==> config.mk <==
export PLATFORM = sky130hd
export DESIGN_NAME = result_collector
export DESIGN_NICKNAME = d
export VERILOG_FILES = /design/src/rtl/mesh_pkg.sv /design/src/rtl/result_collector.sv
export SDC_FILE = /design/constraint.sdc
export NUM_CORES = 1
export LEC_CHECK = 0
export ABC_AREA = 1
export BUFFER_PORTS_ARGS = -buffer_cell sky130_fd_sc_hd__buf_2
export CAP_MARGIN = 20
export CELL_PAD_IN_SITES_DETAIL_PLACEMENT = 0
export CELL_PAD_IN_SITES_GLOBAL_PLACEMENT = 2
export CORE_MARGIN = 2
export CORE_UTILIZATION = 24
export CTS_BUF_LIST = sky130_fd_sc_hd__clkbuf_8
export CTS_CLUSTER_DIAMETER = 40
export DETAILED_ROUTE_END_ITERATION = 10
export HOLD_SLACK_MARGIN = 0.03
export PLACE_DENSITY = 0.73
export SLEW_MARGIN = 0
export SYNTH_ARGS = -nofsm -noshare
export SYNTH_HDL_FRONTEND = slang
export SYNTH_SLANG_ARGS = --single-unit
==> constraint.sdc <==
create_clock -name neu_clk -period 1.6 [get_ports neu_clk]
set_clock_uncertainty 0.1 [all_clocks]
set_input_delay 0.08 -clock neu_clk [delete_from_list [all_inputs] [get_ports neu_clk]]
set_output_delay 0.08 -clock neu_clk [all_outputs]
set_load 0.01 [all_outputs]
==> src/rtl/mesh_pkg.sv <==
/*
 * Shared sizes, step timing, memory map and packet formats for the
 * mesh spike-traffic controller. Every RTL block imports what it needs.
 */
package mesh_pkg;

    // ----------------------------------------
    // sizes
    // ----------------------------------------
    localparam int addr_width = 8;
    localparam int word_width = 32;
    localparam int mem_depth  = 2 ** addr_width;

    // ----------------------------------------
    // step timing
    // ----------------------------------------
    localparam int step_number = 4;
    // minimum neu_clk cycles from one step_start to the next
    localparam int step_cycles = 64;
    // idle cycles after each spike so the boundary router fifo never fills
    localparam int send_gap    = 4;

    // counter widths, one spare bit so the terminal count fits
    localparam int step_cnt_width  = $clog2(step_number) + 1;
    localparam int cycle_cnt_width = $clog2(step_cycles) + 1;
    localparam int gap_cnt_width   = $clog2(send_gap) + 1;

    // schedule lives below result_base, results from result_base up
    localparam int result_base = 128;

    // arbiter slots, also the order of the rotating priority
    localparam logic [1:0] cl_host = 2'd0;
    localparam logic [1:0] cl_coll = 2'd1;
    localparam logic [1:0] cl_inj  = 2'd2;

    typedef logic [word_width-1:0] word_t;

    // spike packet as injected into the router local port
    typedef struct packed {
        logic        kind;
        logic [2:0]  dest_x;
        logic [2:0]  dest_y;
        logic [7:0]  neuron_id;
        logic [16:0] weight;
    } spike_pkt_t;

    // step header, leads each step's spikes in the schedule
    typedef struct packed {
        logic        kind;
        logic [7:0]  packet_count;
        logic [22:0] reserved;
    } step_hdr_t;

    // a schedule word is either a header or a spike, told apart by kind
    typedef union packed {
        spike_pkt_t spike;
        step_hdr_t  hdr;
    } mem_word_u;

    typedef struct packed {
        logic                  we;
        logic [addr_width-1:0] addr;
        word_t                 wdata;
    } mem_req_t;

    typedef struct packed {
        logic  rvalid;
        word_t rdata;
    } mem_rsp_t;

endpackage

==> src/rtl/result_collector.sv <==
/*
 * Takes result packets from the router local port and writes them to the
 * result region in arrival order. One packet is buffered at a time.
 */
`timescale 1ns/1ps

module result_collector (
    input  logic                            neu_clk,
    input  logic                            rst_n,
    input  logic                            run,
    input  mesh_pkg::word_t                 result_in,
    input  logic                            result_valid,
    output logic                            result_ready,
    output mesh_pkg::mem_req_t              mem_req,
    output logic                            req_valid,
    input  logic                            req_ready,
    output logic [mesh_pkg::addr_width-1:0] result_count
);
    import mesh_pkg::*;

    word_t hold_data;
    logic  full;
    logic  take;
    logic  write_done;

    assign take       = result_valid && result_ready;
    assign write_done = req_valid && req_ready;

    // buffered word goes to the next free slot of the result region
    assign req_valid = full;
    assign mem_req   = '{we: 1'b1,
                         addr: addr_width'(result_base) + result_count,
                         wdata: hold_data};

    always_ff @(posedge neu_clk or negedge rst_n)
    begin
        if (!rst_n)
        begin
            full         <= 1'b0;
            result_ready <= 1'b0;
            result_count <= '0;
        end
        else
        begin
            // ready drops for as long as a write is outstanding
            if (take)
            begin
                full         <= 1'b1;
                result_ready <= 1'b0;
            end
            else if (write_done)
            begin
                full         <= 1'b0;
                result_ready <= 1'b1;
            end
            else
                result_ready <= !full;

            if (run)
                result_count <= '0;
            else if (write_done)
                result_count <= result_count + 1'b1;
        end
    end

    always_ff @(posedge neu_clk)
    begin
        if (take)
            hold_data <= result_in;
    end

    assert property (@(posedge neu_clk) disable iff (!rst_n)
        write_done |-> (int'(result_count) < mem_depth - result_base))
        else $error("result_collector: result region overflow");

endmodule

==> results.sh <==
export IMPL_setup_tns_final_ns=0
export IMPL_rsz0062_at_grt="no"
export IMPL_core_um2=6030
export IMPL_cts_buffers_inserted=5
export IMPL_synth_edff_count=32
export IMPL_grt_overflow_total=0
export IMPL_ios=88
export IMPL_critPathCaptureType="register"
export IMPL_postSynth_asyncResetShare_pct=23.8
export IMPL_dr_pass1_iters=4
export IMPL_drt_total_wl_mm=3.52
export IMPL_cts_resized=0
export IMPL_nFillCells=579
export IMPL_drc_errors=0
export IMPL_place_ws_ns=0.371
export IMPL_leakage_nw=1.14
export IMPL_setup_viol=0
export IMPL_initial_core_util_pct=25.2
export IMPL_maxSlewViolCount=0
export IMPL_outcome="finished clean"
export IMPL_grt_max_degree=31
export IMPL_clkTransAtPathRegs_ns=0.08
export IMPL_ys_flop_type="edfxtp_1"
export IMPL_clk_latency_ns=0.29
export IMPL_gp_congestion=0.700
export IMPL_fin_area_um2=2460
export IMPL_final_min_clock_period_ns=1.23
export IMPL_syn_mean_instance_area_um2=14.6
export IMPL_ir_worst_vdd_v=0.000555
export IMPL_ys_seq_elements=42
export IMPL_final_period_utilization_pct=77.2
export IMPL_clock_sinks=42
export IMPL_cp_common_cell="nand2_1"
export IMPL_dp_hpwl_mm=2.51
export IMPL_cts_root_buffer="clkbuf_8"
export IMPL_cpPeakStageDelay_ns=0.42
export IMPL_drtIter0Drc=34
export IMPL_num_vias=1180
export IMPL_hold_viol_final=0
export IMPL_synth_top_cell_by_area="edfxtp_1"
export IMPL_slowest_stage="dfrtp_1"
export IMPL_dieArea_um2=6980
export IMPL_crit_path_max_fanout=6
export IMPL_drtAntennaViolNets=0
export IMPL_io_buffer_count=86
export IMPL_hold_class="input pin to asynchronous set/reset pin"
export IMPL_required_ns=1.68
export IMPL_grt_util_all_layers_pct=10.3
export IMPL_cap_viol_max_count=0
export IMPL_synth_top_area_share_pct=63.3
export IMPL_cts_buffer_depth=2
export IMPL_die_w_um=83.6
export IMPL_synthCells=104
export IMPL_synthTopCellsByCount="edfxtp_1, nand2_1, dfrtp_1, inv_1"
export IMPL_die_h_um=83.6
export IMPL_cp_cell_sequence="ha_1, inv_2, nor3_2, nand2_1, nand2_1, nor2_1"
export IMPL_synth_nets=142
export IMPL_cts_tree="done"
export IMPL_yosysMostFrequentCell="edfxtp_1"
export IMPL_grt_first_pass_wirelength_mm=5.73
export IMPL_n_antenna_cell=0
export IMPL_rows=28
export IMPL_setup_ws_ns=0.365
export IMPL_syn2layout_area_growth_pct=62.2
export IMPL_wl_per_cell_um=11.7
export IMPL_yosysUniqueCellTypes=18
export IMPL_yosys_warnings=0
export IMPL_worstPathArrival_ns=1.32
export IMPL_synth_area_top_cells="edfxtp_1, dfrtp_1, buf_4, nand2_1, inv_1"
export IMPL_power_density_nw_per_um2=1000
export IMPL_htree_levels=2
export IMPL_post_cts_buffers=0
export IMPL_drive_above_1_share_pct=44.7
export IMPL_startpoint_type="register"
export IMPL_syn_cell_area_um2=1520
export IMPL_ys_seq_area_share_pct=79.7
export IMPL_dpl_instance_area_um2=2000
export IMPL_path_class="register to register"
export IMPL_antenna_found_initial=0
export IMPL_nNetsFinal=263
export IMPL_r2r_slack_ns=0.37
export IMPL_max_freq_mhz=810
export IMPL_grt_pass1_vias=1232
export IMPL_viasPerCell=3.92
-- power by group --
group	total, W	switching, W	internal (W)
clock network	0.000815	0.000356	0.000459
registers	0.00131	0.0000380	0.00127
logic	0.000350	0.000174	0.000176
-- state kept, by name (all words and copies together), names as in the netlist --
signal,flops
req_valid,1
result_ready,1
hold_data,32
result_count,8
-- per-layer routing --
metal,GRT usage [%],vias up,share of wire [%]
li1,-,583,-
met1,13.0,521,46
met2,16.6,74,43
met3,3.86,2,9.9
met4,2.64,0,0.43
met5,0,-,0
-- kinds of logic after synthesis --
family          synth area share, %
flops                          79.7
compound gates                 2.64
simple gates                   9.23
fa+ha+maj                     0.824
buf+inv                        7.33
other cells                   0.247
-- stage by stage --
step,cells,hold WS (ns),power [W],utilization [%]
4_1_cts,301,0.0768,0.00253,40.9
3_5_place_dp,258,-0.131,0.00162,33.2
5_1_grt,301,0.107,0.00260,40.9
6_report,301,0.0790,0.00247,40.9
3_3_place_gp,258,-0.130,0.00162,33.2
2_1_floorplan,104,-0.316,0.00148,-
-- area by class of cell --
cell class / count / area, um^2 / share of cell area, %
clock buffers: 5 / 68.8 / 2.79
clock inverters: 3 / 41.3 / 1.68
inverters: 13 / 51.3 / 2.08
multi-input cells: 41 / 196 / 7.97
flip-flops and latches: 42 / 1210 / 49.2
well taps: 75 / 93.8 / 3.81
repair buffers: 122 / 801 / 32.5
-- cell usage in the layout, fill, tap and decap left out, drive strengths merged --
cell type	Yosys	routed
o21ai	2	2
dfrtp	10	10
ha	1	1
nor2	10	10
nor3	1	1
clkbuf	0	5
a21oi	6	6
conb	1	1
edfxtp	32	32
dlygate4sd3	0	35
nand4	2	2
bufinv	0	1
buf	8	87
clkinvlp	0	1
inv	13	14
nand2	14	14
nand3	4	4
-- critical path: cells and delay by family (launching register included) --
kind / cells / cell delay (ns)
simple gates: 4 / 0.38
flops: 1 / 0.42
fa+ha+maj: 1 / 0.19
buf+inv: 1 / 0.05
-- final timing paths --
path	startpoint	end	cells after the start
worst min-delay path	rst_n	result_count[6]$_DFFE_PN0P_	2
worst max-delay path	result_count[0]$_DFFE_PN0P_	result_count[4]$_DFFE_PN0P_	6
max in group asynchronous	rst_n	result_count[3]$_DFFE_PN0P_	2
worst max register to register	result_count[0]$_DFFE_PN0P_	result_count[4]$_DFFE_PN0P_	6
worst min register to register	req_valid$_DFFE_PN0P_	result_ready$_DFF_PN0_	1
min in group neu_clk	result_valid	result_ready$_DFF_PN0_	4
-- repair_timing --
action,in CTS,in global routing
endpoints found under the hold margin,51,0
hold buffers,35,0
endpoints found under the setup margin,0,0
Note: power is estimated with default switching activity, not from simulation.
