--- src/rtl/mesh_pkg.sv ---
/*
 * Shared sizes, step timing, memory map and packet formats for the
 * mesh spike-traffic controller. Every RTL block imports what it needs.
 */
package mesh_pkg;

    // ----------------------------------------
    // sizes
    // ----------------------------------------
    localparam int addr_width = 8;
    localparam int word_width = 32;
    localparam int mem_depth  = 2 ** addr_width;

    // ----------------------------------------
    // step timing
    // ----------------------------------------
    localparam int step_number = 4;
    // minimum neu_clk cycles from one step_start to the next
    localparam int step_cycles = 64;
    // idle cycles after each spike so the boundary router fifo never fills
    localparam int send_gap    = 4;

    // counter widths, one spare bit so the terminal count fits
    localparam int step_cnt_width  = $clog2(step_number) + 1;
    localparam int cycle_cnt_width = $clog2(step_cycles) + 1;
    localparam int gap_cnt_width   = $clog2(send_gap) + 1;

    // schedule lives below result_base, results from result_base up
    localparam int result_base = 128;

    // arbiter slots, also the order of the rotating priority
    localparam logic [1:0] cl_host = 2'd0;
    localparam logic [1:0] cl_coll = 2'd1;
    localparam logic [1:0] cl_inj  = 2'd2;

    typedef logic [word_width-1:0] word_t;

    // spike packet as injected into the router local port
    typedef struct packed {
        logic        kind;
        logic [2:0]  dest_x;
        logic [2:0]  dest_y;
        logic [7:0]  neuron_id;
        logic [16:0] weight;
    } spike_pkt_t;

    // step header, leads each step's spikes in the schedule
    typedef struct packed {
        logic        kind;
        logic [7:0]  packet_count;
        logic [22:0] reserved;
    } step_hdr_t;

    // a schedule word is either a header or a spike, told apart by kind
    typedef union packed {
        spike_pkt_t spike;
        step_hdr_t  hdr;
    } mem_word_u;

    typedef struct packed {
        logic                  we;
        logic [addr_width-1:0] addr;
        word_t                 wdata;
    } mem_req_t;

    typedef struct packed {
        logic  rvalid;
        word_t rdata;
    } mem_rsp_t;

endpackage

--- src/rtl/spike_injector.sv ---
/*
 * Replays the step schedule after a run pulse. Each step pulses step_start,
 * fetches the step header, then fetches and offers each spike with a gap.
 */
`timescale 1ns/1ps

module spike_injector (
    input  logic                 neu_clk,
    input  logic                 rst_n,
    input  logic                 run,
    output mesh_pkg::mem_req_t   mem_req,
    output logic                 req_valid,
    input  logic                 req_ready,
    input  mesh_pkg::mem_rsp_t   rsp,
    output mesh_pkg::spike_pkt_t spike_out,
    output logic                 spike_valid,
    input  logic                 spike_ready,
    output logic                 step_start,
    output logic                 run_done
);
    import mesh_pkg::*;

    typedef enum logic [2:0] {
        s_idle,
        s_hdr,
        s_fetch,
        s_offer,
        s_gap,
        s_wait
    } state_t;

    state_t                     state;
    logic [addr_width-1:0]      ptr;
    logic [step_cnt_width-1:0]  step_cnt;
    logic [7:0]                 pkt_left;
    logic [gap_cnt_width-1:0]   gap_cnt;
    logic [cycle_cnt_width-1:0] cycle_cnt;
    // read granted, data not back yet
    logic                       pending;
    logic                       boundary;
    logic                       last_step;
    mem_word_u                  fetched;
    spike_pkt_t                 spike_reg;

    assign fetched = rsp.rdata;

    // cycle counter saturates, so boundary stays up once reached
    assign boundary  = (cycle_cnt == cycle_cnt_width'(step_cycles - 1));
    assign last_step = (step_cnt == step_cnt_width'(step_number - 1));

    // step_start on leaving either wait state
    assign step_start = (state == s_idle && run) ||
                        (state == s_wait && !last_step && boundary);

    // reads only, schedule walks up from address 0
    assign mem_req   = '{we: 1'b0, addr: ptr, wdata: '0};
    assign req_valid = (state == s_hdr || state == s_fetch) && !pending;

    assign spike_out   = spike_reg;
    assign spike_valid = (state == s_offer);

    always_ff @(posedge neu_clk or negedge rst_n)
    begin
        if (!rst_n)
        begin
            state     <= s_idle;
            ptr       <= '0;
            step_cnt  <= '0;
            pkt_left  <= '0;
            gap_cnt   <= '0;
            cycle_cnt <= '0;
            pending   <= 1'b0;
            run_done  <= 1'b0;
        end
        else
        begin
            // ----------------------------------------
            // step timer and outstanding read
            // ----------------------------------------
            if (step_start)
                cycle_cnt <= '0;
            else if (!boundary)
                cycle_cnt <= cycle_cnt + 1'b1;

            if (req_valid && req_ready)
                pending <= 1'b1;
            else if (rsp.rvalid)
                pending <= 1'b0;

            // pointer moves as soon as a fetch is granted
            if (req_valid && req_ready)
                ptr <= ptr + 1'b1;

            case (state)
                s_idle:
                begin
                    if (run)
                    begin
                        run_done <= 1'b0;
                        ptr      <= '0;
                        step_cnt <= '0;
                        state    <= s_hdr;
                    end
                end
                s_hdr:
                begin
                    // an empty step goes straight to the boundary wait
                    if (rsp.rvalid)
                    begin
                        pkt_left <= fetched.hdr.packet_count;
                        if (fetched.hdr.packet_count == 8'd0)
                            state <= s_wait;
                        else
                            state <= s_fetch;
                    end
                end
                s_fetch:
                begin
                    if (rsp.rvalid)
                        state <= s_offer;
                end
                s_offer:
                begin
                    // held until the router takes it
                    if (spike_ready)
                    begin
                        pkt_left <= pkt_left - 1'b1;
                        gap_cnt  <= '0;
                        state    <= s_gap;
                    end
                end
                s_gap:
                begin
                    if (gap_cnt == gap_cnt_width'(send_gap - 1))
                        state <= (pkt_left == 8'd0) ? s_wait : s_fetch;
                    else
                        gap_cnt <= gap_cnt + 1'b1;
                end
                s_wait:
                begin
                    if (last_step)
                    begin
                        run_done <= 1'b1;
                        state    <= s_idle;
                    end
                    else if (boundary)
                    begin
                        step_cnt <= step_cnt + 1'b1;
                        state    <= s_hdr;
                    end
                end
                default:
                    state <= s_idle;
            endcase
        end
    end

    // spike payload
    always_ff @(posedge neu_clk)
    begin
        if (state == s_fetch && rsp.rvalid)
            spike_reg <= fetched.spike;
    end

    // schedule contents loaded by the host must line up with the counts
    assert property (@(posedge neu_clk) disable iff (!rst_n)
        (rsp.rvalid && state == s_hdr) |-> !fetched.hdr.kind)
        else $error("spike_injector: expected header, got spike word");
    assert property (@(posedge neu_clk) disable iff (!rst_n)
        (rsp.rvalid && state == s_fetch) |-> fetched.spike.kind)
        else $error("spike_injector: expected spike, got header word");

endmodule

--- config.mk ---
export PLATFORM = sky130hd
export DESIGN_NAME = spike_injector
export DESIGN_NICKNAME = d
export VERILOG_FILES = /design/src/rtl/mesh_pkg.sv /design/src/rtl/spike_injector.sv
export SDC_FILE = /design/constraint.sdc
export NUM_CORES = 1
export LEC_CHECK = 0
export BUFFER_PORTS_ARGS = -buffer_cell sky130_fd_sc_hd__buf_2
export CORE_MARGIN = 8
export CORE_UTILIZATION = 47
export CTS_BUF_LIST = sky130_fd_sc_hd__clkbuf_16
export DETAILED_ROUTE_END_ITERATION = 12
export GPL_TIMING_DRIVEN = 0
export PLACE_DENSITY_LB_ADDON = 0.15
export SYNTH_ARGS = -nofsm -noshare
export SYNTH_HDL_FRONTEND = slang
export SYNTH_SLANG_ARGS = --single-unit
--- constraint.sdc ---
create_clock -name neu_clk -period 5.7 [get_ports neu_clk]
set_input_delay 0.285 -clock neu_clk [delete_from_list [all_inputs] [get_ports neu_clk]]
set_output_delay 0.285 -clock neu_clk [all_outputs]
set_load 0.02 [all_outputs]
==> results of run 1 <==
layer usage:
layer	routed length [microns]	GRT usage [%]	share of wire, %
met5	0	0	0
met4	125	7.55	1.7
met3	493	4.62	6.9
met2	3360	24.6	47
met1	3160	18.7	44
power by group through the flow:
| stage | Combinational [mW] | Sequential [mW] | Clock, mW |
|---|---|---|---|
| after global placement | 0.580 | 0.708 | 0 |
| after floorplan | 0.388 | 0.750 | 0 |
| after CTS | 0.613 | 0.697 | 0.505 |
| after detailed placement | 0.610 | 0.704 | 0 |
| after global routing | 0.684 | 0.712 | 0.526 |
| final | 0.608 | 0.698 | 0.493 |
through the flow:
stage          util (%)  cell area, sq um  hold slack [ns]  setup WS [ns]
2_1_floorplan         -              3270          -0.0106           1.21
3_3_place_gp       56.9              3780            0.409         0.0208
3_5_place_dp       57.4              3810            0.405           3.41
4_1_cts            61.5              4090           0.0602           3.08
5_1_grt            61.5              4090            0.110           3.01
6_report           61.5              4090           0.0299           3.10
worst paths after layout:
kind / slack [ns] / end
min reg2reg: 0.49 / gap_cnt[2]
min in group neu_clk: 0.13 / spike_out[6]
max reg2reg: 3.45 / spike_out[0]
max: 3.10 / step_start
max in group asynchronous: 5.17 / cycle_cnt[0]
min: 0.03 / pkt_left[0]
logic make-up after synthesis:
family | Yosys count
flip-flops | 66
XOR/XNOR | 4
buffers and inverters | 50
adder cells (fa/ha/maj) | 8
multiplexers | 4
AO/OA/AOI/OAI | 63
AND/OR/NAND/NOR | 81
other | 1
Yosys cell counts (2+ instances only):
cell type,n
or2_0,2
nand3_1,12
nor2_1,19
o31ai_1,3
nor2b_1,2
o2bb2ai_1,2
a21oi_1,16
and3_1,3
nand2_1,12
nor3_1,4
nor4_1,3
o21ai_0,9
o21ai_1,12
nand3b_1,2
buf_2,4
buf_4,34
a22oi_1,2
xor2_1,3
and4_1,2
or3b_1,2
clkbuf_1,2
or4_1,3
dfrtp_1,34
nand4_1,2
inv_1,9
o211ai_1,8
a31oi_1,2
ha_1,8
nand2b_1,2
mux2i_1,3
edfxtp_1,32
or3_1,4
critical path, cell delays in order, from the launching register on:
cell	delay [ns]
dfrtp_1	0.40
ha_1	0.21
ha_1	0.19
nand4bb_1	0.30
or3_1	0.36
clkbuf_1	0.17
nand2_2	0.18
buf_2	0.19
final cells by class:
type / instances / area [sq um]
fill: 560 / 2560
sequential: 66 / 1810
multi-input combinational: 193 / 1150
timing repair buffer: 85 / 435
buffer: 40 / 283
clock buffer: 9 / 225
tap: 80 / 100
clock inverter: 7 / 46.3
inverter: 10 / 37.5
flip-flops by register name, indices dropped and copies added, names as in the netlist:
signal and flops:
step_cnt 3, cycle_cnt 7, state 3, gap_cnt 3
pending 1, ptr 8, run_done 1, spike_out 32
pkt_left 8
==> flow_summary.toml, run 1 <==
[status]
outcome = "complete, no violations"

[synth]
synth_compound_area_share_pct = 12.4
netlist_area_sq_um = 3150
synth_top_cell_by_area = "edfxtp_1"
synth-edff-count = 32
synth_flop_cell = "dfrtp_1"
synthMuxAreaShare_pct = 1.31
synth_cell_types = 52
synth-simple-area-share_pct = 14.0
synth_xor_area_share_pct = 1.35
syn_inst = 277
synth_area_per_cell_sq_um = 11.4
synth_top_family_by_area = "simple AND/OR/NAND/NOR gates"
yosys_warnings = 0
async_flop_share_pct = 51.5
synth_fa_ha_area_share_pct = 3.18
ys_seq_elements = 66
yosys.area.top_type_share_pct = 30.5
ys_seq_area_share_pct = 57.5
synthTopCellsByArea = "edfxtp_1 (30%), dfrtp_1 (27%), buf_4 (8.1%), ha_1 (3.2%), a21oi_1 (2.5%)"

[final_layout]
layout_common_cells = "buf_2 (85), buf_4 (38), dfrtp_1 (34)"
drive_above_1_share_pct = 35.1
layout.nets = 451
area_delta_synth_final_pct = 29.6
final_common_cell = "buf_2"
final_cells = 490
diodes = 0

[floorplanning]
num_rows = 30
start_util_pct = 47.4
coreArea_sq_um = 6640
ioPinCount = 115
fp.dieArea_sq_um = 9580
dieWidth_microns = 97.9
die_height_microns = 97.9

[critical_path]
setup.worst_path.class = "flop to output port"
regToRegStartpoint = "state[2]"
worstPathArrival_ns = 2.31
path_max_fanout = 8
cp.required_ns = 5.41
crit_path_end_kind = "output port"
startpoint = "step_cnt[0]"
critPathLaunchType = "flop"
r2r_cells = 5

[clock_tree]
cts_setup_buffers = 0
path_clk_slew_ns = 0.06
tritoncts = "built"
cts-buffers-inserted = 9
htreeDepth = 3
cts_sinks = 66
clock-root-buffer = "clkbuf_16"
clock_path_buffers = 2
cts_hold_buf = 0
cts_resized = 0
clock_latency_ns = 0.33

[power_and_ir_drop]
cell_internal_pwr_mw = 1.15
power_mw = 1.80
p_seq_share_pct = 38.8
vdd_ir_drop_max_mv = 0.181
clockPowerShare_pct = 27.4
power_density_nw_per_um2 = 440
combPwrFrac_pct = 33.8
p_sw_share_pct = 36.3
p_sw_uw = 652
p_leak_nw = 1.89

[drt]
dr.pass1.iters = 4
wl_per_cell_microns = 14.6
drc_errors = 0
via_per_inst = 4.92
antenna_left = 0
num_vias = 2412
totalWireLength_microns = 7140
drtIter0Drc = 85

[global_route]
grt_pass1_wl_microns = 12000
grt_antenna_before_repair = 0
first_global_vias = 2395
grt_max_degree = 35
grt-ovfl-total = 0
grt_usage_pct = 15.5

[timing]
tns_ns = 0
min_period_ns = 2.60
skew_ns = 0.00511
finalMaxSlewViolations = 0
setup_viol = 0
hold_viol = 0
slew_headroom_pct = 46.9
rsz0062_at_grt = "false"
fin_crit_sh_pct = 45.6
max_freq_ghz = 0.385
tightest_slew_ns = 0.795

[flow_run]
maxCapViolations = 0

[worst_hold_path]
worst_hold_path_type = "input port to async pin"

[placed_design]
gp_congestion = 0.848
place.detailed.hpwl_microns = 5490
dp_cells = 474
port_buffers = 81
(Power assumes the default switching activity.)
==> inputs of run 2 (changes only) <==
Settings changed: CORE_UTILIZATION 47 to 45.
Clock period 5.7 ns to 2.2 ns, I/O delays scaled along.
==> flow_summary.toml, run 2 (synthesized netlist as in run 1, its figures left out) <==
[status]
outcome = "complete, no violations"

[floorplanning]
coreArea_sq_um = 6790
die_height_microns = 99.7
dieWidth_microns = 99.7
num_rows = 30
ioPinCount = 115
start_util_pct = 46.4
fp.dieArea_sq_um = 9940

[critical_path]
crit_chain = "ha_1 > ha_1 > nand4bb_4 > or3_4 > nand2_2 > buf_4"
critical_path.slowest_cell = "dfrtp_1"
setup.worst_path.class = "flop to output port"
critPathLaunchType = "flop"
path_max_fanout = 6
cp.required_ns = 2.09
crit_path_end_kind = "output port"
crit_path_frequent_cell = "ha_1"
worstPathArrival_ns = 1.99
critical_path.max_stage_delay_ns = 0.40

[final_layout]
diodes = 0
fin_area_sq_um = 4410
area_delta_synth_final_pct = 39.8
layout_common_cells = "buf_2 (84), buf_4 (36), dfrtp_1 (34)"
largest_register_ffs = 32
utilization_pct = 64.8
final_common_cell = "buf_2"
layout.nets = 477
drive_above_1_share_pct = 33.0
final_cells = 532

[flow_run]
maxCapViolations = 0

[timing]
min_period_ns = 2.10
setup_ws_ns = 0.0970
whs_ns = 0.0126
skew_ns = 0.00437
fin_crit_sh_pct = 95.6
slew_headroom_pct = 48.6
rsz0062_at_grt = "false"
max_freq_ghz = 0.476
setup_viol = 0
hold_viol = 0
finalMaxSlewViolations = 0
tightest_slew_ns = 0.771

[global_route]
grt_max_degree = 35
grt_antenna_before_repair = 0
grt_usage_pct = 15.7
grt_pass1_wl_microns = 12500
grt-ovfl-total = 0
first_global_vias = 2595

[drt]
num_vias = 2568
drc_errors = 0
totalWireLength_microns = 7520
antenna_left = 0
wl_per_cell_microns = 14.1
drtIter0Drc = 83
dr.pass1.iters = 4
via_per_inst = 4.83

[power_and_ir_drop]
p_seq_share_pct = 38.6
vdd_ir_drop_max_mv = 0.562
cell_internal_pwr_mw = 3.01
p_sw_mw = 1.70
combPwrFrac_pct = 35.1
p_sw_share_pct = 36.1
p_leak_nw = 2.01
power_density_nw_per_um2 = 1070
clockPowerShare_pct = 26.3

[clock_tree]
path_clk_slew_ns = 0.05
cts_sinks = 66
clock_latency_ns = 0.32
clock-root-buffer = "clkbuf_16"
cts-buffers-inserted = 9
htreeDepth = 3
clock_path_buffers = 2
tritoncts = "built"

[placed_design]
gp_congestion = 0.828
dpl_worst_slack_ns = 0.130
post_dp_cell_area_sq_um = 3830
dp_cells = 488
port_buffers = 81
place.detailed.hpwl_microns = 5430

[worst_hold_path]
worst_hold_path_type = "input port to flop"
[run 2: cell types whose count changed in the layout (fill, tap and decap cells not counted), sizes merged]
cell / delta
buf: -1
clkbuf: -1
clkinv: +1
dlygate4sd3: +28
inv: -1
[run 2: repair_timing]
item	in CTS	in global routing
gates resized for setup	2	1
buffers inserted	1	0
endpoints found under the hold margin	61	0
hold buffers	28	0
pin swaps	1	0
cloned	0	0
endpoints found under the setup margin	1	1
[run 2: path summary, 6_finish.rpt]
check	from	to	slack, ns	depth (start not counted)
max in group asynchronous	rst_n	step_cnt[1]	1.29	2
setup / recovery	step_cnt[0]	step_start	0.1	6
hold / removal	rsp[26]	spike_out[26]	0.01	1
setup reg to reg	step_cnt[0]	step_cnt[2]	0.31	7
min in group asynchronous	rst_n	pkt_left[3]	0.41	2
hold reg to reg	step_cnt[0]	step_cnt[0]	0.49	1
[run 2: metrics by stage]
stage | power, mW | setup TNS [ns]
3_5_place_dp | 3.41 | 0
3_3_place_gp | 3.34 | -11.09
5_1_grt | 5.01 | 0
4_1_cts | 4.74 | 0
6_report | 4.71 | 0
2_1_floorplan | 2.96 | 0
[run 2: layout make-up]
class / instances / area (sq um)
timing repair buffer: 112 / 718
inverter: 10 / 37.5
clock inverter: 7 / 37.5
buffer: 39 / 279
fill: 528 / 2390
multi-input combinational: 193 / 1180
tap: 96 / 120
clock buffer: 9 / 225
sequential: 66 / 1810
[run 2: power groups by stage]
stage	clock network, mW	logic, mW	registers (mW)
2_1_floorplan	0	1.03	1.93
3_3_place_gp	0	1.52	1.82
3_5_place_dp	0	1.58	1.83
4_1_cts	1.27	1.66	1.81
5_1_grt	1.32	1.84	1.85
6_report	1.24	1.65	1.82
[run 2: worst max-delay path, delay by kind of cell (launching register included)]
family | cells | cell delay, ns
buffers and inverters | 1 | 0.14
DFF | 1 | 0.40
adders and majority gates | 2 | 0.40
and+or+nand+nor | 3 | 0.74
[run 2: layer usage]
layer,track usage (%),part of all wire (%),vias up
met1,18.2,43,1203
met3,4.40,6.8,13
li1,-,-,1266
met2,26.5,49,86
met5,0,0,-
met4,6.52,1.4,0
