[src/rtl/mesh_pkg.sv]
/*
 * Shared sizes, step timing, memory map and packet formats for the
 * mesh spike-traffic controller. Every RTL block imports what it needs.
 */
package mesh_pkg;

    // ----------------------------------------
    // sizes
    // ----------------------------------------
    localparam int addr_width = 8;
    localparam int word_width = 32;
    localparam int mem_depth  = 2 ** addr_width;

    // ----------------------------------------
    // step timing
    // ----------------------------------------
    localparam int step_number = 4;
    // minimum neu_clk cycles from one step_start to the next
    localparam int step_cycles = 64;
    // idle cycles after each spike so the boundary router fifo never fills
    localparam int send_gap    = 4;

    // counter widths, one spare bit so the terminal count fits
    localparam int step_cnt_width  = $clog2(step_number) + 1;
    localparam int cycle_cnt_width = $clog2(step_cycles) + 1;
    localparam int gap_cnt_width   = $clog2(send_gap) + 1;

    // schedule lives below result_base, results from result_base up
    localparam int result_base = 128;

    // arbiter slots, also the order of the rotating priority
    localparam logic [1:0] cl_host = 2'd0;
    localparam logic [1:0] cl_coll = 2'd1;
    localparam logic [1:0] cl_inj  = 2'd2;

    typedef logic [word_width-1:0] word_t;

    // spike packet as injected into the router local port
    typedef struct packed {
        logic        kind;
        logic [2:0]  dest_x;
        logic [2:0]  dest_y;
        logic [7:0]  neuron_id;
        logic [16:0] weight;
    } spike_pkt_t;

    // step header, leads each step's spikes in the schedule
    typedef struct packed {
        logic        kind;
        logic [7:0]  packet_count;
        logic [22:0] reserved;
    } step_hdr_t;

    // a schedule word is either a header or a spike, told apart by kind
    typedef union packed {
        spike_pkt_t spike;
        step_hdr_t  hdr;
    } mem_word_u;

    typedef struct packed {
        logic                  we;
        logic [addr_width-1:0] addr;
        word_t                 wdata;
    } mem_req_t;

    typedef struct packed {
        logic  rvalid;
        word_t rdata;
    } mem_rsp_t;

endpackage

[src/rtl/mem_arbiter.sv]
/*
 * Round-robin arbiter for the three packet memory clients.
 * Grant is combinational; read data returns one cycle later to the winner only.
 */
`timescale 1ns/1ps

module mem_arbiter (
    input  logic               neu_clk,
    input  logic               rst_n,
    input  mesh_pkg::mem_req_t host_req,
    input  logic               host_valid,
    input  mesh_pkg::mem_req_t coll_req,
    input  logic               coll_valid,
    input  mesh_pkg::mem_req_t inj_req,
    input  logic               inj_valid,
    output logic               host_ready,
    output logic               coll_ready,
    output logic               inj_ready,
    output mesh_pkg::mem_rsp_t host_rsp,
    output mesh_pkg::mem_rsp_t coll_rsp,
    output mesh_pkg::mem_rsp_t inj_rsp,
    output mesh_pkg::mem_req_t mem_req,
    output logic               mem_en,
    input  mesh_pkg::word_t    mem_rdata
);
    import mesh_pkg::*;

    mem_req_t   req_arr [3];
    logic [2:0] valid_vec;
    logic [2:0] grant;
    logic [1:0] last;
    logic [1:0] win;
    logic [1:0] cand;
    logic       found;
    // winner of the previous cycle and whether it was a read
    logic [1:0] rsp_sel;
    logic       rsp_rd;

    assign req_arr[cl_host] = host_req;
    assign req_arr[cl_coll] = coll_req;
    assign req_arr[cl_inj]  = inj_req;
    assign valid_vec = {inj_valid, coll_valid, host_valid};

    // ----------------------------------------
    // rotating priority, search starts just after the last winner
    // ----------------------------------------
    always_comb
    begin
        grant = '0;
        win   = last;
        found = 1'b0;
        cand  = last;
        for (int k = 1; k <= 3; k++)
        begin
            cand = 2'((int'(last) + k) % 3);
            if (!found && valid_vec[cand])
            begin
                grant[cand] = 1'b1;
                win         = cand;
                found       = 1'b1;
            end
        end
    end

    assign host_ready = grant[cl_host];
    assign coll_ready = grant[cl_coll];
    assign inj_ready  = grant[cl_inj];
    assign mem_req    = req_arr[win];
    assign mem_en     = found;

    always_ff @(posedge neu_clk or negedge rst_n)
    begin
        if (!rst_n)
        begin
            // host sees top priority first
            last    <= cl_inj;
            rsp_sel <= cl_host;
            rsp_rd  <= 1'b0;
        end
        else
        begin
            rsp_rd <= found && !mem_req.we;
            if (found)
            begin
                last    <= win;
                rsp_sel <= win;
            end
        end
    end

    // ----------------------------------------
    // read data back to the registered winner
    // ----------------------------------------
    assign host_rsp.rvalid = rsp_rd && (rsp_sel == cl_host);
    assign host_rsp.rdata  = mem_rdata;
    assign coll_rsp.rvalid = rsp_rd && (rsp_sel == cl_coll);
    assign coll_rsp.rdata  = mem_rdata;
    assign inj_rsp.rvalid  = rsp_rd && (rsp_sel == cl_inj);
    assign inj_rsp.rdata   = mem_rdata;

    // a requester left waiting keeps its valid up until it is granted
    assert property (@(posedge neu_clk) disable iff (!rst_n)
        ((valid_vec & ~grant) != 3'b000) |=>
            ((valid_vec & $past(valid_vec & ~grant)) == $past(valid_vec & ~grant)))
        else $error("mem_arbiter: request withdrawn before grant, valid %b", valid_vec);

endmodule

[config.mk]
export PLATFORM = sky130hd
export DESIGN_NAME = mem_arbiter
export DESIGN_NICKNAME = d
export VERILOG_FILES = /design/src/rtl/mesh_pkg.sv /design/src/rtl/mem_arbiter.sv
export SDC_FILE = /design/constraint.sdc
export NUM_CORES = 1
export LEC_CHECK = 0
export ABC_CLOCK_PERIOD_IN_PS = 2800
export BUFFER_PORTS_ARGS = -buffer_cell sky130_fd_sc_hd__buf_2
export CAP_MARGIN = 30
export CORE_AREA = 2 2 117 119
export CTS_CLUSTER_DIAMETER = 100
export DETAILED_ROUTE_END_ITERATION = 10
export DIE_AREA = 0 0 119 121
export GPL_ROUTABILITY_DRIVEN = 0
export SYNTH_ARGS = -nofsm -noshare
export SYNTH_HDL_FRONTEND = slang
export SYNTH_SLANG_ARGS = --single-unit
[constraint.sdc]
create_clock -name neu_clk -period 2.8 [get_ports neu_clk]
set_clock_uncertainty 0.1 [all_clocks]
set_input_delay 0.28 -clock neu_clk [delete_from_list [all_inputs] [get_ports neu_clk]]
set_output_delay 0.28 -clock neu_clk [all_outputs]
set_load 0.005 [all_outputs]
==> out/results.tsv, run 1 <==
metric	value	unit
grt_pass1_wl	10500	um
portBuffers	175	
yosysTopAreaCell	buf_4	
r2r-start	last[1]	
die-area	0.0144	mm^2
leakagePower	1.61	nW
drv_slew	0	
yosysTopAreaCellShare	32.9	%
setup_slack	-0.345	ns
relSlewSlack	77.5	%
floorplan.initialDensity	16.9	%
clk-insertion-delay-late	0.22	ns
crit_start	last[1]	
fmax	318	MHz
coreArea	0.0131	mm^2
place_ws	-0.194	ns
fillers	1447	
htree_levels	1	
drt-total-wl	7500	um
vias	2218	
crit_path_start_kind	flip-flop	
die_x	119	um
cts_buffer_depth	2	
cap_viol_max_count	0	
dr.pass1.iters	4	
min_period	3.15	ns
n_antenna_cell	0	
rsz0062_at_grt	yes	
viasPerCell	4.04	
hp-class	input pin to asynchronous set/reset pin	
ant_nets	0	
worst_ir_drop_vdd	0.577	mV
pwr-share-seq	2.3	%
synthCells	259	
antenna_found_initial	0	
status	finished with violations	
violations	setup timing	
ys_ff_latch	4	
yosysWarnings	0	
pwr-share-clk	4.4	%
pwr-share-comb	93.3	%
path_clk_slew	0.03	ns
drt-initial-drc-count	55	
final-setup-viol-count	41	
drc_errors	0	
cts_tree	built	
synth.avg_cell_area	8.54	um^2
clock_sinks	4	
dieHeight	121	um
powerDensity	1690	mW/mm^2
p_switching	2.24	mW
syn-cell-area	0.00221	mm^2
area_growth	40.2	%
layout.nets	538	
timing.final.crit_share	112	%
hold_viol	0	
crit_fanout	16	
ys_seq_area_share	4.58	%
grt_start_max_net_pins	33	
synthTopCellsByArea	buf_4 (33%), mux2i_1 (20%), o2bb2ai_1 (16%), buf_6 (5.6%), dfrtp_1 (3.4%)	
critPathKind	flip-flop to output pin	
io-pin-count	304	
worst_pin_slew	0.337	ns
num_rows	42	
grt.overflow.total	0	
p_int	3.00	mW
r2r_setup_slack	0.17	ns
grt_usage	9.07	%
worst_setup_path_end_kind	output pin	
synth.net_count	423	
placed_cells	530	
synth.distinct_cells	38	
grt_pass1_vias	2195	
numCtsBuffers	3	
critical_path_required	2.42	ns
swShare	42.7	%
place_hpwl	5540	um
wl_per_cell	13.7	um
root_buffer	clkbuf_16	
final-seq-area	101	um^2
multiInputGateArea	0.00129	mm^2
fin_cells	549	
drive_above_1_share	66.0	%
arrival	2.77	ns
logic make-up (layout without fill, tap and decap cells):
group	count (synthesis)	count (layout)	share of synthesized area [%]
DFF	4	4	4.58
muxes	51	51	24.4
AOI/OAI and AO/OA	62	62	22.3
and+or+nand+nor	22	22	6.22
buffers and inverters	116	230	40.2
adders and majority gates	4	4	2.26
layer usage:
| layer | vias up | track usage [%] | wire, um |
|---|---|---|---|
| met5 | - | 0 | 0 |
| met4 | 0 | 3.13 | 165 |
| met3 | 32 | 1.83 | 605 |
| met2 | 136 | 17.8 | 3980 |
| met1 | 983 | 9.52 | 2750 |
| li1 | 1067 | - | - |
worst max-delay path, cell delays in order (launching register included):
cell and delay (ns):
dfstp_2 0.57, inv_2 0.06, buf_4 0.12, ha_1 0.18
o22a_1 0.24, nor3_4 0.25, buf_4 0.15, buf_4 0.11
nor3b_4 0.20, or2_4 0.22, buf_12 0.17, o2bb2ai_1 0.12
buf_2 0.13
synth_stat cells, drive strengths merged:
cell type / instances
o211ai: 1
and3: 1
mux2i: 49
a21oi: 5
dfstp: 1
nand2: 6
o22a: 1
o21a: 2
nor3: 3
o22ai: 2
mux2: 2
or3: 1
a21boi: 1
o21ai: 4
o2bb2ai: 40
nand2b: 5
or2: 1
buf: 110
clkbuf: 2
nor3b: 3
ha: 4
dfrtp: 3
o211a: 1
nor2: 1
a31oi: 2
inv: 4
a221oi: 1
nor2b: 1
a21o: 1
a22oi: 1
cell type report:
| cell class | instances | area share [%] |
|---|---|---|
| flip-flops and latches | 4 | 3.27 |
| well taps | 176 | 7.10 |
| clock buffers | 4 | 2.54 |
| inverters | 4 | 0.645 |
| repair buffers | 222 | 44.7 |
| multi-input cells | 139 | 41.8 |
placed cells by master, fill, tap and decap left out, types with 2 or more instances in the layout:
cell,n
a21oi_1,5
a31oi_1,2
buf_12,5
buf_16,3
buf_2,175
buf_4,33
buf_6,4
clkbuf_16,4
dfrtp_1,3
ha_1,2
ha_4,2
inv_1,2
mux2_2,2
mux2i_1,42
mux2i_2,5
mux2i_4,2
nand2_1,6
nand2b_1,4
nor3b_1,2
o21a_1,2
o21ai_0,3
o22ai_1,2
o2bb2ai_1,39
stage by stage:
stage                     TNS, ns  total power [mW]  utilization (%)  instance area (um^2)  hold WS, ns
after global routing       -18.65              5.71             23.7                  3100        0.316
after CTS                  -10.91              5.18             23.3                  3050        0.295
after floorplan                 0              2.73                -                  2210       -0.116
final                      -13.05              5.24             23.7                  3100        0.295
after detailed placement    -5.74              4.08             20.8                  2720      -0.0107
after global placement      -3.91              4.10             20.8                  2720      -0.0126
flip-flops by register name, summed over array words and instances (netlist names):
signal and count:
rsp_rd 1, last 2, rsp_sel 1
power by group through the flow:
stage               sequential [mW]  combinational (mW)  clock (mW)
floorplan                     0.117                2.62           0
global placement              0.119                3.98           0
CTS                           0.118                4.82       0.238
finish                        0.120                4.89       0.231
detailed placement            0.118                3.97           0
global route                  0.123                5.34       0.243
worst paths after layout:
check                         endpoint  depth (start not counted)
max                        mem_req[18]                         12
min                         rsp_sel[1]                          2
max reg2reg                     rsp_rd                         10
min reg2reg                 rsp_sel[1]                          1
max in group asynchronous      last[1]                          2
min in group neu_clk            rsp_rd                          3
what timing repair did:
| item | CTS | global route |
|---|---|---|
| hold buffers | 1 | 0 |
| setup buffers | 9 | 0 |
| resized for setup | 16 | 4 |
| pin swaps | 1 | 2 |
| endpoints found under the hold margin | 4 | 0 |
| cloned | 3 | 2 |
| endpoints found under the setup margin | 41 | 41 |
(Power assumes the default switching activity.)
==> inputs of run 2 (changes only) <==
ABC_AREA = 1   (was not set)
CORE_AREA = 2 2 118 120   (was 2 2 117 119)
DIE_AREA = 0 0 120 122   (was 0 0 119 121)
==> out/results.tsv, run 2 <==
metric	value	unit	change
coreArea	0.0135	mm^2	+3.2%
syn-cell-area	0.00223	mm^2	+0.96%
setup_slack	-0.0547	ns	+0.291 ns
min_period	2.85	ns	-0.291 ns
rr_worst_depth	15		+5
synth.net_count	536		+27%
layout.nets	636		+18%
placed_cells	623		+18%
drt-total-wl	11300	um	+50%
fmax	350	MHz	+10%
synthCells	372		+44%
crit_path_start_kind	flip-flop		
grt_pass1_vias	2646		+21%
dieHeight	122	um	+0.83%
hp-class	input pin to flip-flop		
synth_commonest_cells	buf_4 (101), o21ai_1 (72), nand3_1 (51)		
synthMostInstantiatedCell	buf_4		
dr.pass1.iters	7		+3
drive_above_1_share	59.7	%	-6.3 points
timing.final.crit_share	102	%	-10 points
vias	2961		+33%
yosysTopAreaCell	buf_4		
r2r-start	last[1]		
yosysTopAreaCellShare	33.9	%	+1.0 points
gr-max-usage-layer	met2		
synth_edf_count	0		unchanged
drv_slew	0		unchanged
synth_flop_cell	dfrtp_1		
worst_setup_path_end_kind	output pin		
grt_start_max_net_pins	27		-18%
wl_per_cell	17.3	um	+26%
cts_tree	built		
synth.distinct_cells	25		-34%
fin_cells	652		+19%
final_common_cell	buf_2		
clock_sinks	4		unchanged
final_cell_mix	buf_2 (175), o21ai_1 (62), nand3_1 (41)		
violations	setup timing		
top_register	last		
relSlewSlack	79.6	%	+2.1 points
die_x	120	um	+0.84%
largest_reg_flops	2		unchanged
drt-initial-drc-count	99		+80%
final-setup-viol-count	16		-61%
hold_viol	0		unchanged
area_growth	56.8	%	
ys_seq_area_share	4.54	%	-0.044 points
ys_ff_latch	4		unchanged
worst_pin_slew	0.305	ns	-0.0320 ns
portBuffers	175		unchanged
floorplan.initialDensity	16.5	%	-0.37 points
critical_path_required	2.42	ns	about the same
num_rows	43		+2.4%
use_met3	3.04	%	+1.2 points
clk-insertion-delay-late	0.22	ns	about the same
synthTopCellsByArea	buf_4 (34%), o21ai_1 (16%), nand3_1 (11%), a21oi_1 (9.2%), nand2_1 (4.4%)		
grt.overflow.total	0		unchanged
crit_fanout	8		-8
synth.avg_cell_area	6.00	um^2	-30%
place_hpwl	7290	um	+32%
arrival	2.47	ns	-0.30 ns
cap_viol_max_count	0		unchanged
cts_buffer_depth	2		unchanged
globalRouteMet2Util	20.8	%	+3.0 points
grt_pass1_wl	13900	um	+32%
rsz0062_at_grt	yes		
ant_nets	0		unchanged
holdPathEnd	rsp_rd		
reg.largest.list	last: 2 flops, rsp_rd: 1 flops, rsp_sel: 1 flops		
antenna_found_initial	1		+1
path_clk_slew	0.03	ns	about the same
gr-usage-met1	14.4	%	+4.9 points
grt_usage	12.1	%	+3.0 points
root_buffer	clkbuf_16		
status	finished with violations		
whs_path_depth	4		
async_flop_share	100	%	unchanged
r2r_end	rsp_rd		
critPathKind	flip-flop to output pin		
fillers	1543		+6.6%
die-area	0.0146	mm^2	+1.7%
htree_levels	1		unchanged
r2r_setup_slack	0.48	ns	+0.31 ns
viasPerCell	4.54		+12%
yosysWarnings	0		unchanged
drc_errors	0		unchanged
io-pin-count	304		unchanged
numCtsBuffers	3		unchanged
hp-start	inj_req[40]		
## run 2: changes by cell type after synthesis, moves of 15 or more
| cell | change |
|---|---|
| o2bb2ai_1 | -40 |
| nand2_1 | +20 |
| nand3_1 | +51 |
| a21oi_1 | +36 |
| o21ai_1 | +71 |
| buf_2 | +15 |
| mux2i_1 | -44 |
## run 2: kinds of logic (layout without fill, tap and decap cells)
group | count (synthesis) | after routing | synth area share, %
buffers and inverters | 138 | 237 | 41.2
AO/OA/AOI/OAI | 130 | 130 | 30.5
AND/OR/NAND/NOR | 96 | 96 | 21.5
adder cells (fa/ha/maj) | 4 | 4 | 2.24
flip-flops | 4 | 4 | 4.54
other | 0 | 1 | 0
## run 2: what timing repair did
action,4_1_cts,5_1_grt
setup buffers,7,5
gates resized for setup,26,56
endpoints found under the hold margin,4,0
cloned,2,10
hold buffers,1,0
pin swaps,8,19
setup endpoints to repair,41,41
## run 2: critical path, cell delays in order, from the launching register on
cell and delay (ns):
dfstp_2 0.56, inv_2 0.06, ha_4 0.19, inv_6 0.09
buf_12 0.10, nand3_4 0.08, a21oi_2 0.16, nand2_1 0.08
nand2_2 0.10, nand2_2 0.07, o21ai_4 0.07, buf_12 0.16
buf_12 0.13, o21ai_1 0.06, o21ai_1 0.17, buf_2 0.15
## run 2: area by class of cell
type | instances | area [um^2] | area share (%)
antenna | 1 | 2.50 | 0.0715
clock buffer | 4 | 78.8 | 2.25
inverter | 17 | 76.3 | 2.18
multi-input combinational | 230 | 1490 | 42.6
sequential | 4 | 101 | 2.89
tap | 180 | 225 | 6.43
timing repair buffer | 216 | 1530 | 43.6
## run 2: per-stage QoR
step | instance area (um^2) | TNS (ns) | utilization, % | hold WS [ns] | worst slack, ns
finish | 3500 | -0.329 | 25.9 | 0.277 | -0.0547
global route | 3500 | -4.85 | 25.9 | 0.308 | -0.155
CTS | 3040 | -0.0130 | 22.5 | 0.286 | -0.0130
detailed placement | 2730 | -0.000564 | 20.2 | -0.0123 | -0.000564
global placement | 2730 | -0.0265 | 20.2 | -0.0142 | -0.0265
floorplan | 2230 | 0 | - | -0.116 | 0.398
## run 2: per-layer routing
metal  vias to the layer above  part of all wire, %
met3                        40                  8.9
li1                       1381                    -
met4                         0                  2.9
met2                       182                   49
met1                      1358                   39
met5                         -                    0
## run 2: worst max-delay path by stage
stage | start | end | slack (ns) | depth (start not counted)
after floorplan | last[0] | mem_req[0] | 0.40 | 13
after global placement | last[0] | mem_req[40] | -0.03 | 11
after detailed placement | last[0] | mem_req[40] | -0.0006 | 11
after CTS | last[1] | mem_req[14] | -0.01 | 15
after global routing | last[1] | mem_req[33] | -0.16 | 13
final | last[1] | mem_req[14] | -0.05 | 15
Power of run 2 is left out: the tool's default activity adds up to more than one toggle a clock period on the data nets, which glitch-free logic cannot reach.
==> inputs of run 3 (changes only) <==
CELL_PAD_IN_SITES_DETAIL_PLACEMENT = 0   (was not set)
CELL_PAD_IN_SITES_GLOBAL_PLACEMENT = 1   (was not set)
CORE_AREA = not set   (was 2 2 118 120)
CORE_ASPECT_RATIO = 0.9   (was not set)
CORE_UTILIZATION = 16   (was not set)
DIE_AREA = not set   (was 0 0 120 122)
PLACE_DENSITY = 0.83   (was not set)
==> out/results.tsv, run 3 (same netlist as run 2, synthesis figures left out) <==
metric	value	unit	change
dr.pass1.iters	4		-3
grt_usage	11.3	%	-0.83 points
vias	2850		-3.7%
cap_viol_max_count	0		unchanged
die-area	0.0144	mm^2	-1.4%
drive_above_1_share	55.7	%	-4.0 points
root_buffer	clkbuf_16		
final_cell_mix	buf_2 (175), o21ai_1 (70), nand3_1 (46)		
clk-insertion-delay-late	0.22	ns	about the same
clock_sinks	4		unchanged
largest_reg_flops	2		unchanged
layout.nets	632		-0.63%
place_area	0.00267	mm^2	-2.2%
worst_setup_path_end_kind	output pin		
antenna_found_initial	1		unchanged
place_hpwl	6590	um	-9.6%
drt-initial-drc-count	161		+63%
post-route-cell-area	0.00321	mm^2	-8.2%
die_x	127	um	+5.4%
fmax	352	MHz	+0.34%
arrival	2.46	ns	about the same
grt_start_max_net_pins	24		-11%
min_period	2.84	ns	-0.00975 ns
final_common_cell	buf_2		
numCtsBuffers	3		unchanged
worst_pin_slew	0.321	ns	+0.0153 ns
floorplan.initialDensity	16.6	%	+0.051 points
drt-total-wl	9850	um	-13%
ant_nets	0		unchanged
critPathKind	flip-flop to output pin		
io-pin-count	304		unchanged
hold_viol	0		unchanged
rsz0062_at_grt	yes		
crit_chain	inv_2 > ha_4 > inv_4 > nand2_2 > nand3_2 > o21ai_4 > nand3_4 > buf_12 > o21ai_4 > buf_12 > buf_12 > o21ai_0 > o21ai_1 > buf_2		
viasPerCell	4.48		-1.3%
num_rows	40		-7.0%
grt_pass1_wl	12800	um	-8.3%
fillers	1512		-2.0%
area_growth	43.9	%	
crit_path_start_kind	flip-flop		
top_register	last		
critical_path_required	2.42	ns	about the same
drc_errors	0		unchanged
crit_fanout	7		-1
setup_slack	-0.0449	ns	+0.00975 ns
reg.largest.list	last: 2 flops, rsp_rd: 1 flops, rsp_sel: 1 flops		
timing.final.crit_share	102	%	-0.35 points
cts_buffer_depth	2		unchanged
status	finished with violations		
critPathMaxStageDelay	0.39	ns	-0.17 ns
grt.overflow.total	0		unchanged
htree_levels	1		unchanged
place_ws	0.0167	ns	+0.0172 ns
cts_tree	built		
drv_slew	0		unchanged
wl_per_cell	15.5	um	-10%
coreArea	0.0135	mm^2	-0.31%
portBuffers	175		unchanged
hp-class	input pin to flip-flop		
relSlewSlack	78.5	%	-1.0 points
final-setup-viol-count	6		-10
crit_slowest_cell	dfrtp_1		
dieHeight	114	um	-6.5%
violations	setup timing		
path_clk_slew	0.03	ns	about the same
crit_path_frequent_cell	buf_12		
grt_pass1_vias	2511		-5.1%
## run 3: path summary, 6_finish.rpt
path,slack (ns),cells past startpoint,startpoint,to
worst max-delay path,-0.04,14,last[0],mem_req[12]
worst min-delay path,0.26,4,inj_req[40],rsp_rd
worst max register to register,0.48,14,last[1],rsp_rd
worst min register to register,0.44,2,rsp_sel[1],rsp_sel[1]
max in group asynchronous,2.08,2,rst_n,last[1]
min in group asynchronous,0.31,2,rst_n,rsp_sel[1]
## run 3: through the flow
step | cells | TNS (ns) | hold slack [ns] | util (%)
2_1_floorplan | 372 | 0 | -0.116 | -
3_3_place_gp | 610 | 0 | -0.0138 | 19.8
3_5_place_dp | 610 | 0 | -0.00887 | 19.8
4_1_cts | 623 | 0 | 0.259 | 21.5
5_1_grt | 635 | -5.74 | 0.282 | 23.9
6_report | 636 | -0.123 | 0.264 | 23.9
## run 3: critical path: cells and delay by family (launching register included)
kind            cells  cell delay [ns]
buf+inv             6             0.71
fa+ha+maj           1             0.33
simple gates        3             0.29
flops               1             0.39
compound gates      4             0.51
## run 3: layout make-up
| type | count | area [um^2] | share of cell area (%) |
|---|---|---|---|
| Antenna cell | 1 | 2.50 | 0.0779 |
| Tap cell | 168 | 210 | 6.54 |
| Sequential cell | 4 | 101 | 3.15 |
| Timing Repair Buffer | 212 | 1390 | 43.2 |
| Clock buffer | 4 | 78.8 | 2.45 |
| Inverter | 17 | 71.3 | 2.22 |
| Multi-Input combinational cell | 230 | 1360 | 42.4 |
## run 3: repair_timing
action | CTS | global route
hold buffers | 1 | 0
gates resized for setup | 14 | 34
cloned | 1 | 7
endpoints found under the setup margin | 42 | 41
pin swaps | 6 | 18
buffers inserted | 7 | 5
endpoints found under the hold margin | 4 | 0
## run 3: metal layers
layer	global-route usage (%)	part of all wire [%]	wire length [um]
met2	18.9	46	4560
met4	4.26	2.0	194
met3	3.55	8.2	806
met1	13.5	44	4290
met5	0	0	0
Power of run 3 is left out for the same reason.
